[src/hdl/mmc1_params.svh]
`ifndef MMC1_PARAMS_SVH
`define MMC1_PARAMS_SVH

// ==================================================
// address widths
// ==================================================

`define MMC1_PRG_AW 19 // 512K PRG ROM space
`define MMC1_CHR_AW 17 // 128K CHR space
`define MMC1_SRM_AW 15 // 32K save RAM, four 8K banks

// ==================================================
// save-state map
// ==================================================

// addresses 0 to 3 hold r0..r3
`define MMC1_SS_BUF 4 // shift buffer
`define MMC1_SS_ID 127 // mapper number readback

`define MMC1_MAP_NUM 8'd1 // iNES mapper 1

// ==================================================
// serial loader
// ==================================================

// empty buffer, the marker bit reaches bit 0 after four shifts
`define MMC1_BUF_INIT 5'b10000

`endif

[src/hdl/mmc1_pkg.sv]
package mmc1_pkg;

	// ==================================================
	// register types
	// ==================================================

	// one mapper register, also the shift buffer
	typedef logic [4:0] mmc1_reg_t;

	// register index, from cpu_addr[14:13]
	typedef logic [1:0] mmc1_idx_t;

	// ==================================================
	// mode fields of r0
	// ==================================================

	// nametable mirroring, r0[1:0]
	typedef enum logic [1:0]
	{
		single_lo  = 2'd0, // one screen, lower page
		single_hi  = 2'd1, // one screen, upper page
		vertical   = 2'd2, // a10 from ppu a10
		horizontal = 2'd3  // a10 from ppu a11
	} mirror_t;

	// PRG banking mode, r0[3:2]
	typedef enum logic [1:0]
	{
		prg_32k_a     = 2'd0, // 32K, low bank bit ignored
		prg_32k_b     = 2'd1, // same as prg_32k_a
		prg_fix_first = 2'd2, // 8000 fixed to bank 0
		prg_fix_last  = 2'd3  // C000 fixed to bank F
	} prg_mode_t;

endpackage

[src/hdl/mmc1_shift_loader.sv]
`include "mmc1_params.svh"

module mmc1_shift_loader
(
	input  logic                m2,
	input  logic                map_rst,
	input  logic [15:0]         cpu_addr,
	input  logic [7:0]          cpu_dat,
	input  logic                cpu_rw,
	input  logic                ss_act,
	input  logic                ss_we,
	input  logic [7:0]          ss_addr,
	input  logic [7:0]          ss_wdat,
	output logic                load_en,
	output mmc1_pkg::mmc1_idx_t load_idx,
	output mmc1_pkg::mmc1_reg_t load_val,
	output logic                soft_rst,
	output mmc1_pkg::mmc1_reg_t buff
);

	logic cpu_we;    // serial write on the bus this cycle
	logic reg_we;    // accepted serial write this cycle
	logic reg_we_st; // last cycle held a serial write

	// ==================================================
	// write strobe
	// ==================================================

	assign cpu_we = cpu_addr[15] & ~cpu_rw;

	// RMW instructions write twice in a row, only the first counts
	assign reg_we = cpu_we & ~reg_we_st;

	always_ff @(posedge m2)
	begin
		if (map_rst)
			reg_we_st <= 1'b0;
		else
			reg_we_st <= cpu_we;
	end

	// ==================================================
	// strobes to the register file
	// ==================================================

	assign soft_rst = reg_we & cpu_dat[7]; // bit 7 clears the sequence
	assign load_en  = reg_we & ~cpu_dat[7] & buff[0]; // fifth bit in

	assign load_idx = mmc1_pkg::mmc1_idx_t'(cpu_addr[14:13]);
	assign load_val = {cpu_dat[0], buff[4:1]}; // lsb first

	// ==================================================
	// shift buffer
	// ==================================================

	always_ff @(posedge m2)
	begin
		if (ss_act)
		begin
			if (ss_we && ss_addr == 8'(`MMC1_SS_BUF))
				buff <= ss_wdat[4:0];
		end
		else if (map_rst)
		begin
			buff <= `MMC1_BUF_INIT;
		end
		else if (soft_rst)
		begin
			buff <= `MMC1_BUF_INIT; // partial value dropped
		end
		else if (reg_we)
		begin
			if (buff[0])
				buff <= `MMC1_BUF_INIT; // committed, start over
			else
				buff <= {cpu_dat[0], buff[4:1]};
		end
	end

endmodule

[src/hdl/mmc1_regs.sv]
`include "mmc1_params.svh"

module mmc1_regs
(
	input  logic                m2,
	input  logic                map_rst,
	input  logic                load_en,
	input  mmc1_pkg::mmc1_idx_t load_idx,
	input  mmc1_pkg::mmc1_reg_t load_val,
	input  logic                soft_rst,
	input  mmc1_pkg::mmc1_reg_t buff,
	input  logic                ss_act,
	input  logic                ss_we,
	input  logic [7:0]          ss_addr,
	input  logic [7:0]          ss_wdat,
	output mmc1_pkg::mmc1_reg_t r0,
	output mmc1_pkg::mmc1_reg_t r1,
	output mmc1_pkg::mmc1_reg_t r2,
	output mmc1_pkg::mmc1_reg_t r3,
	output logic [7:0]          ss_rdat
);

	mmc1_pkg::mmc1_reg_t map_regs [4];

	logic ss_reg_hit; // save-state address falls on r0..r3

	assign ss_reg_hit = (ss_addr[7:2] == 6'd0);

	// ==================================================
	// register file
	// ==================================================

	always_ff @(posedge m2)
	begin
		if (ss_act)
		begin
			if (ss_we && ss_reg_hit)
				map_regs[ss_addr[1:0]] <= ss_wdat[4:0];
		end
		else if (map_rst)
		begin
			map_regs[0]    <= 5'b11111; // 16K banks, fix last, 4K CHR
			map_regs[3][4] <= 1'b0;     // save RAM on
		end
		else if (soft_rst)
		begin
			map_regs[0][3:2] <= 2'b11; // back to fix-last
		end
		else if (load_en)
		begin
			map_regs[load_idx] <= load_val;
		end
	end

	assign r0 = map_regs[0]; // control
	assign r1 = map_regs[1]; // CHR bank 0
	assign r2 = map_regs[2]; // CHR bank 1
	assign r3 = map_regs[3]; // PRG bank and RAM disable

	// ==================================================
	// save-state readback
	// ==================================================

	always_comb
	begin
		if (ss_reg_hit)
			ss_rdat = {3'b000, map_regs[ss_addr[1:0]]};
		else if (ss_addr == 8'(`MMC1_SS_BUF))
			ss_rdat = {3'b000, buff};
		else if (ss_addr == 8'(`MMC1_SS_ID))
			ss_rdat = `MMC1_MAP_NUM;
		else
			ss_rdat = 8'hff; // unmapped
	end

endmodule

[src/hdl/mmc1_prg_decode.sv]
`include "mmc1_params.svh"

module mmc1_prg_decode
(
	input  logic [15:0]              cpu_addr,
	input  logic                     cpu_rw,
	input  mmc1_pkg::mmc1_reg_t      r0,
	input  mmc1_pkg::mmc1_reg_t      r3,
	input  logic [4:0]               chr_bank_hi,
	input  logic                     cfg_chr_ram,
	output logic [`MMC1_PRG_AW-1:0]  prg_addr,
	output logic                     prg_oe,
	output logic                     rom_ce,
	output logic                     ram_ce,
	output logic                     ram_we,
	output logic [`MMC1_SRM_AW-1:0]  srm_addr
);

	mmc1_pkg::prg_mode_t prg_mode;

	logic [3:0] prg_bank; // 16K bank number
	logic [1:0] srm_bank; // 8K save RAM bank

	assign prg_mode = mmc1_pkg::prg_mode_t'(r0[3:2]);

	// ==================================================
	// PRG bank select
	// ==================================================

	always_comb
	begin
		case (prg_mode)
			mmc1_pkg::prg_fix_first:
			begin
				prg_bank = cpu_addr[14] ? r3[3:0] : 4'h0;
			end
			mmc1_pkg::prg_fix_last:
			begin
				prg_bank = cpu_addr[14] ? 4'hf : r3[3:0];
			end
			default:
			begin
				prg_bank = {r3[3:1], cpu_addr[14]}; // 32K, both modes
			end
		endcase
	end

	// bit 4 of the CHR bank picks the 256K half on SUROM boards
	assign prg_addr[13:0]  = cpu_addr[13:0];
	assign prg_addr[14]    = prg_bank[0];
	assign prg_addr[18:15] = {chr_bank_hi[4], prg_bank[3:1]};

	assign rom_ce = cpu_addr[15];
	assign prg_oe = cpu_rw;

	// ==================================================
	// save RAM at 6000-7FFF
	// ==================================================

	assign ram_ce = (cpu_addr[15:13] == 3'b011) & ~r3[4];
	assign ram_we = ram_ce & ~cpu_rw;

	// banked through CHR bits only when CHR is RAM
	assign srm_bank = cfg_chr_ram ? chr_bank_hi[3:2] : 2'b00;
	assign srm_addr = {srm_bank, cpu_addr[12:0]};

endmodule

[src/hdl/mmc1_chr_decode.sv]
`include "mmc1_params.svh"

module mmc1_chr_decode
(
	input  logic [13:0]             ppu_addr,
	input  logic                    ppu_oe,
	input  logic                    ppu_we,
	input  mmc1_pkg::mmc1_reg_t     r0,
	input  mmc1_pkg::mmc1_reg_t     r1,
	input  mmc1_pkg::mmc1_reg_t     r2,
	input  logic                    cfg_chr_ram,
	output logic [4:0]              chr_bank_hi,
	output logic [`MMC1_CHR_AW-1:0] chr_addr,
	output logic                    chr_ce,
	output logic                    chr_oe,
	output logic                    chr_we,
	output logic                    ciram_a10,
	output logic                    ciram_ce
);

	mmc1_pkg::mirror_t mirror;

	// ==================================================
	// CHR bank select
	// ==================================================

	always_comb
	begin
		if (r0[4])
			chr_bank_hi = ppu_addr[12] ? r2 : r1; // two 4K banks
		else
			chr_bank_hi = {r1[4:1], ppu_addr[12]}; // one 8K bank
	end

	assign chr_addr[11:0]  = ppu_addr[11:0];
	assign chr_addr[16:12] = cfg_chr_ram ? {4'b0000, chr_bank_hi[0]} : chr_bank_hi;

	assign ciram_ce = ~ppu_addr[13]; // pattern tables below 2000
	assign chr_ce   = ciram_ce;
	assign chr_oe   = ~ppu_oe;
	assign chr_we   = cfg_chr_ram & ~ppu_we & ciram_ce; // only RAM takes writes

	// ==================================================
	// nametable mirroring
	// ==================================================

	assign mirror = mmc1_pkg::mirror_t'(r0[1:0]);

	always_comb
	begin
		case (mirror)
			mmc1_pkg::single_lo:  ciram_a10 = 1'b0;
			mmc1_pkg::single_hi:  ciram_a10 = 1'b1;
			mmc1_pkg::vertical:   ciram_a10 = ppu_addr[10];
			default:              ciram_a10 = ppu_addr[11]; // horizontal
		endcase
	end

endmodule

[src/hdl/mmc1_top.sv]
`include "mmc1_params.svh"

module mmc1_top
(
	input  logic                    m2,
	input  logic                    map_rst,
	input  logic [15:0]             cpu_addr,
	input  logic [7:0]              cpu_dat,
	input  logic                    cpu_rw,
	input  logic [13:0]             ppu_addr,
	input  logic                    ppu_oe,
	input  logic                    ppu_we,
	input  logic                    cfg_chr_ram,
	input  logic                    ss_act,
	input  logic                    ss_we,
	input  logic [7:0]              ss_addr,
	input  logic [7:0]              ss_wdat,
	output logic [`MMC1_PRG_AW-1:0] prg_addr,
	output logic                    prg_oe,
	output logic                    rom_ce,
	output logic                    ram_ce,
	output logic                    ram_we,
	output logic [`MMC1_SRM_AW-1:0] srm_addr,
	output logic [`MMC1_CHR_AW-1:0] chr_addr,
	output logic                    chr_ce,
	output logic                    chr_oe,
	output logic                    chr_we,
	output logic                    ciram_a10,
	output logic                    ciram_ce,
	output logic [7:0]              ss_rdat
);

	logic                load_en;
	mmc1_pkg::mmc1_idx_t load_idx;
	mmc1_pkg::mmc1_reg_t load_val;
	logic                soft_rst;
	mmc1_pkg::mmc1_reg_t buff;

	mmc1_pkg::mmc1_reg_t r0;
	mmc1_pkg::mmc1_reg_t r1;
	mmc1_pkg::mmc1_reg_t r2;
	mmc1_pkg::mmc1_reg_t r3;

	logic [4:0] chr_bank_hi; // CHR bank, also feeds PRG and RAM upper bits

	// ==================================================
	// serial write path and registers
	// ==================================================

	mmc1_shift_loader i_mmc1_shift_loader
	(
		.m2       (m2),
		.map_rst  (map_rst),
		.cpu_addr (cpu_addr),
		.cpu_dat  (cpu_dat),
		.cpu_rw   (cpu_rw),
		.ss_act   (ss_act),
		.ss_we    (ss_we),
		.ss_addr  (ss_addr),
		.ss_wdat  (ss_wdat),
		.load_en  (load_en),
		.load_idx (load_idx),
		.load_val (load_val),
		.soft_rst (soft_rst),
		.buff     (buff)
	);

	mmc1_regs i_mmc1_regs
	(
		.m2       (m2),
		.map_rst  (map_rst),
		.load_en  (load_en),
		.load_idx (load_idx),
		.load_val (load_val),
		.soft_rst (soft_rst),
		.buff     (buff),
		.ss_act   (ss_act),
		.ss_we    (ss_we),
		.ss_addr  (ss_addr),
		.ss_wdat  (ss_wdat),
		.r0       (r0),
		.r1       (r1),
		.r2       (r2),
		.r3       (r3),
		.ss_rdat  (ss_rdat)
	);

	// ==================================================
	// address decoders
	// ==================================================

	mmc1_chr_decode i_mmc1_chr_decode
	(
		.ppu_addr    (ppu_addr),
		.ppu_oe      (ppu_oe),
		.ppu_we      (ppu_we),
		.r0          (r0),
		.r1          (r1),
		.r2          (r2),
		.cfg_chr_ram (cfg_chr_ram),
		.chr_bank_hi (chr_bank_hi),
		.chr_addr    (chr_addr),
		.chr_ce      (chr_ce),
		.chr_oe      (chr_oe),
		.chr_we      (chr_we),
		.ciram_a10   (ciram_a10),
		.ciram_ce    (ciram_ce)
	);

	mmc1_prg_decode i_mmc1_prg_decode
	(
		.cpu_addr    (cpu_addr),
		.cpu_rw      (cpu_rw),
		.r0          (r0),
		.r3          (r3),
		.chr_bank_hi (chr_bank_hi),
		.cfg_chr_ram (cfg_chr_ram),
		.prg_addr    (prg_addr),
		.prg_oe      (prg_oe),
		.rom_ce      (rom_ce),
		.ram_ce      (ram_ce),
		.ram_we      (ram_we),
		.srm_addr    (srm_addr)
	);

endmodule

[config.mk]
export PLATFORM = sky130hd
export DESIGN_NAME = mmc1_top
export DESIGN_NICKNAME = d
export VERILOG_FILES = /design/src/hdl/mmc1_pkg.sv /design/src/hdl/mmc1_shift_loader.sv /design/src/hdl/mmc1_regs.sv /design/src/hdl/mmc1_prg_decode.sv /design/src/hdl/mmc1_chr_decode.sv /design/src/hdl/mmc1_top.sv
export VERILOG_INCLUDE_DIRS = /design/src /design/src/hdl
export SDC_FILE = /design/constraint.sdc
export NUM_CORES = 1
export LEC_CHECK = 0
export BUFFER_PORTS_ARGS = -buffer_cell sky130_fd_sc_hd__buf_2
export CAP_MARGIN = 20
export CORE_AREA = 2 2 69 77
export CTS_CLUSTER_DIAMETER = 30
export DETAILED_ROUTE_END_ITERATION = 10
export DIE_AREA = 0 0 71 79
export PLACE_DENSITY_LB_ADDON = 0.12
export SLEW_MARGIN = 5
export SYNTH_ARGS = -nofsm -noshare
export SYNTH_HDL_FRONTEND = slang
export SYNTH_SLANG_ARGS = --single-unit
[constraint.sdc]
create_clock -name m2 -period 4.1 [get_ports m2]
set_clock_uncertainty 0.15 [all_clocks]
set_input_delay 0.205 -clock m2 [delete_from_list [all_inputs] [get_ports m2]]
set_output_delay 0.205 -clock m2 [all_outputs]
set_load 0.02 [all_outputs]
==> summary.txt <==
Num CTS Buffers: 3
minimum clock period: 2.57 ns
total power after layout: 632 µW
Crit-path slowest cell: nor3b_1
average footprint of a synthesized cell: 10.2 µm²
Post-Synth XOR/XNOR Area: 0%
kind of end point of the critical path: register
total of warnings raised by yosys: 0
Sum Neg Setup Slack: 0 ns
worst hold path type: in -> reg
Worst Setup Start Kind: register
final cycle utilization of the critical path: 62.6%
placer congestion estimate: 0.773
post-synthesis cell type with the largest combined area: edfxtp_1
remaining antenna violation count: 0
worst slack after detailed placement: 1.50 ns
flop-to-flop setup slack: 1.53 ns
register clock-pin slew on the reported worst setup and hold paths: 0.09 ns
final setup violating endpoints: 0
worst relative slew slack: 61.6%
sequential share of the synthesized area: 40.9%
critical path start-end classification: reg -> reg
total inserted antenna cells: 0
Max-cap violations: 0
final-report max-slew violation count: 0
RSZ-0062 raised after global routing: false
CP delay by family, top: simple AND/OR/NAND/NOR gates
Clock Latency Late Sink: 0.27 ns
overall track demand over capacity in global routing: 15.5%
initial standard-cell utilization of the core: 38.0%
Synth async-reset ratio: 0%
number of design rule violations left after detail routing: 0
EDFF count, synth: 24
critical path fanouts, max: 8
net load switching power: 154 µW
routed via count: 1400
pin count of the biggest net entering global routing: 16
post-cts gate resize count: 0
worst-case setup margin in the final layout: 1.53 ns
endpoint of the worst register-to-register path: i_mmc1_regs.map_regs[0][1]
total die area: 5610 µm²
number of cell rows: 27
number of hold-repair buffers added at the cts stage: 0
number of vias per cell after detailed routing: 5.38
number of hold violations in the final report: 0
Crit path required time: 3.86 ns
post-synthesis adder-cell area fraction: 0%
port bufs: 61
flip-flop and latch count after synthesis: 26
clk root buf: clkbuf_8
total leakage power: 0.771 nW
main combinational cell family by area after synthesis: buffers and inverters
maximum clock insertion buffer count: 2
net total in the final layout: 265
share of power burned in registers: 48.9%
total wire length after detailed routing: 4410 µm
CTS sink count: 26
post-route insts no fill: 260
Endpoint, Worst Hold: i_mmc1_shift_loader.reg_we_st
combined flip-flop and latch cell area: 761 µm²
TritonRoute pass-1 iters: 4
number of design-rule violations left by the first detailed-router iteration: 62
combinational share of power: 18.1%
portion of synthesized cell area occupied by the leading cell type: 38.7%
distinct cell type count after synthesis: 39
layout filler cell count: 501
Worst Hold Depth: 2
area overhead of the layout relative to synthesis: 6.18%
Net Sw Frac: 24.3%
reg2reg start: i_mmc1_shift_loader.reg_we_st
hold_sp: cpu_rw
fraction of final layout cells with drive strength greater than 1: 39.1%
count of buffer and inverter cells on the critical path: 0
die height: 79 µm
arrival time reported for the critical path endpoint: 2.33 ns
cell breakdown of the critical path: or3b_1 > a211oi_2 > o22a_1 > nor3b_1
net count after synthesis: 245
TritonCTS clock tree: yes
count of cells along the worst register-to-register path: 4
CTS HTree Levels: 1
flip-flop cell with the highest count after synthesis: edfxtp_1
Internal: 479 µW
Cells after Synth: 183
routed wirelength normalized by instance count: 17.0 µm
via count of the first global-routing pass: 1432
leftover overflow at the end of global routing: 0
complex-gate fraction of the synthesized area: 16.1%
initial antenna violation count: 0
Worst-Margin Slew: 0.577 ns
total core area: 4900 µm²
die width: 71 µm
power density of the placed cells: 320 nW/µm²
Peak VDD IR: 0.000158 V
I/O pin count: 130
multiplexer fraction of the synthesized cell area: 7.73%
relative contribution of the clock network to total power: 33.0%
worst-case hold slack: 0.00547 ns
dominant cells by area after synthesis: edfxtp_1 39%, buf_4 18%, mux4_2 6.0%
outcome: complete, no violations
setup fix buffers added after clock tree synthesis: 0
area share of and/or/nand/nor cells after synthesis: 14.9%
area of the mapped netlist: 1860 µm²
highest attainable clock frequency: 390 MHz
total instance count after detailed placement: 256
Detailed Place HPWL: 3580 µm
worst stage delay on the critical path: 0.52 ns
area of the multi-input gates: 722 µm²
global-route wire length before repair: 6930 µm
-- metrics by stage --
stage	util (%)	cell area [µm²]
final	40.4	1980
after global routing	40.4	1980
after CTS	40.4	1980
after detailed placement	38.9	1910
after global placement	38.9	1910
after floorplan	-	1860
-- placed cells by master, fill, tap and decap left out, drive strengths merged, types with 2 or more instances in the layout --
master,count
a21oi,13
a22o,4
a22oi,4
a31oi,2
buf,62
clkbuf,3
dfxtp,2
edfxtp,24
inv,10
mux2i,2
mux4,5
nand2,9
nand3,2
nand4,2
nor2,15
nor2b,5
nor3,6
nor3b,4
o21ai,4
o221a,2
o22a,7
-- power groups by stage --
stage	logic (mW)	clock network, mW	registers (mW)
6_report	0.114	0.209	0.309
5_1_grt	0.125	0.224	0.311
4_1_cts	0.115	0.214	0.309
3_5_place_dp	0.115	0	0.316
3_3_place_gp	0.114	0	0.315
2_1_floorplan	0.125	0	0.313
-- flip-flops by register name, indices dropped and copies added (netlist names) --
name and cells:
i_mmc1_regs.map_regs 20, i_mmc1_shift_loader.buff 5, i_mmc1_shift_loader.reg_we_st 1
-- synthesized netlist by cell type, types with 2 or more instances --
library cell  count
nor2b_1           5
mux4_2            5
clkbuf_1          3
mux2i_1           2
a22o_1            4
a31oi_1           2
a22oi_1           4
o22a_1            6
a21oi_1          13
nor2_1           15
nand4_1           2
buf_4            44
o21ai_0           3
nor3_1            6
edfxtp_1         24
dfxtp_1           2
nor3b_1           3
nand2_1           9
inv_1            10
nand3_1           2
-- cell type report --
| type | instances | area share (%) |
|---|---|---|
| flip-flops and latches | 26 | 38.5 |
| multi-input cells | 100 | 36.5 |
| repair buffers | 62 | 15.8 |
| well taps | 58 | 3.67 |
| clock buffers | 3 | 2.09 |
| inverters | 10 | 1.90 |
| clock inverters | 1 | 1.52 |
-- logic make-up (layout without fill, tap and decap cells) --
logic type,after synthesis,count (layout)
buffers and inverters,57,76
muxes,8,8
AOI/OAI and AO/OA,41,41
and+or+nand+nor,51,51
DFF,26,26
-- routing by layer --
layer | GRT usage (%) | vias up | routed length (µm)
met4 | 6.98 | 0 | 126
met3 | 2.41 | 12 | 299
met5 | 0 | - | 0
met1 | 18.6 | 660 | 1730
li1 | - | 672 | -
met2 | 27.1 | 56 | 2260
-- how the worst max path moves through the flow --
stage / cells past startpoint / end / slack (ns) / start
3_3_place_gp: 5 / i_mmc1_regs.map_regs[0][0] / 1.44 / cpu_rw
2_1_floorplan: 4 / i_mmc1_regs.map_regs[0][0] / 1.91 / ss_addr[7]
6_report: 4 / i_mmc1_regs.map_regs[0][1] / 1.53 / i_mmc1_shift_loader.reg_we_st
4_1_cts: 4 / i_mmc1_regs.map_regs[0][1] / 1.54 / i_mmc1_shift_loader.reg_we_st
5_1_grt: 4 / i_mmc1_regs.map_regs[0][1] / 1.39 / i_mmc1_shift_loader.reg_we_st
3_5_place_dp: 5 / i_mmc1_regs.map_regs[0][0] / 1.50 / cpu_rw
-- worst register-to-register path, stage by stage (launching register included) --
cell      delay, ns
dfxtp_1        0.32
or3b_1         0.36
a211oi_2       0.51
o22a_1         0.35
nor3b_1        0.52
Power figures use the tool's default switching activity.
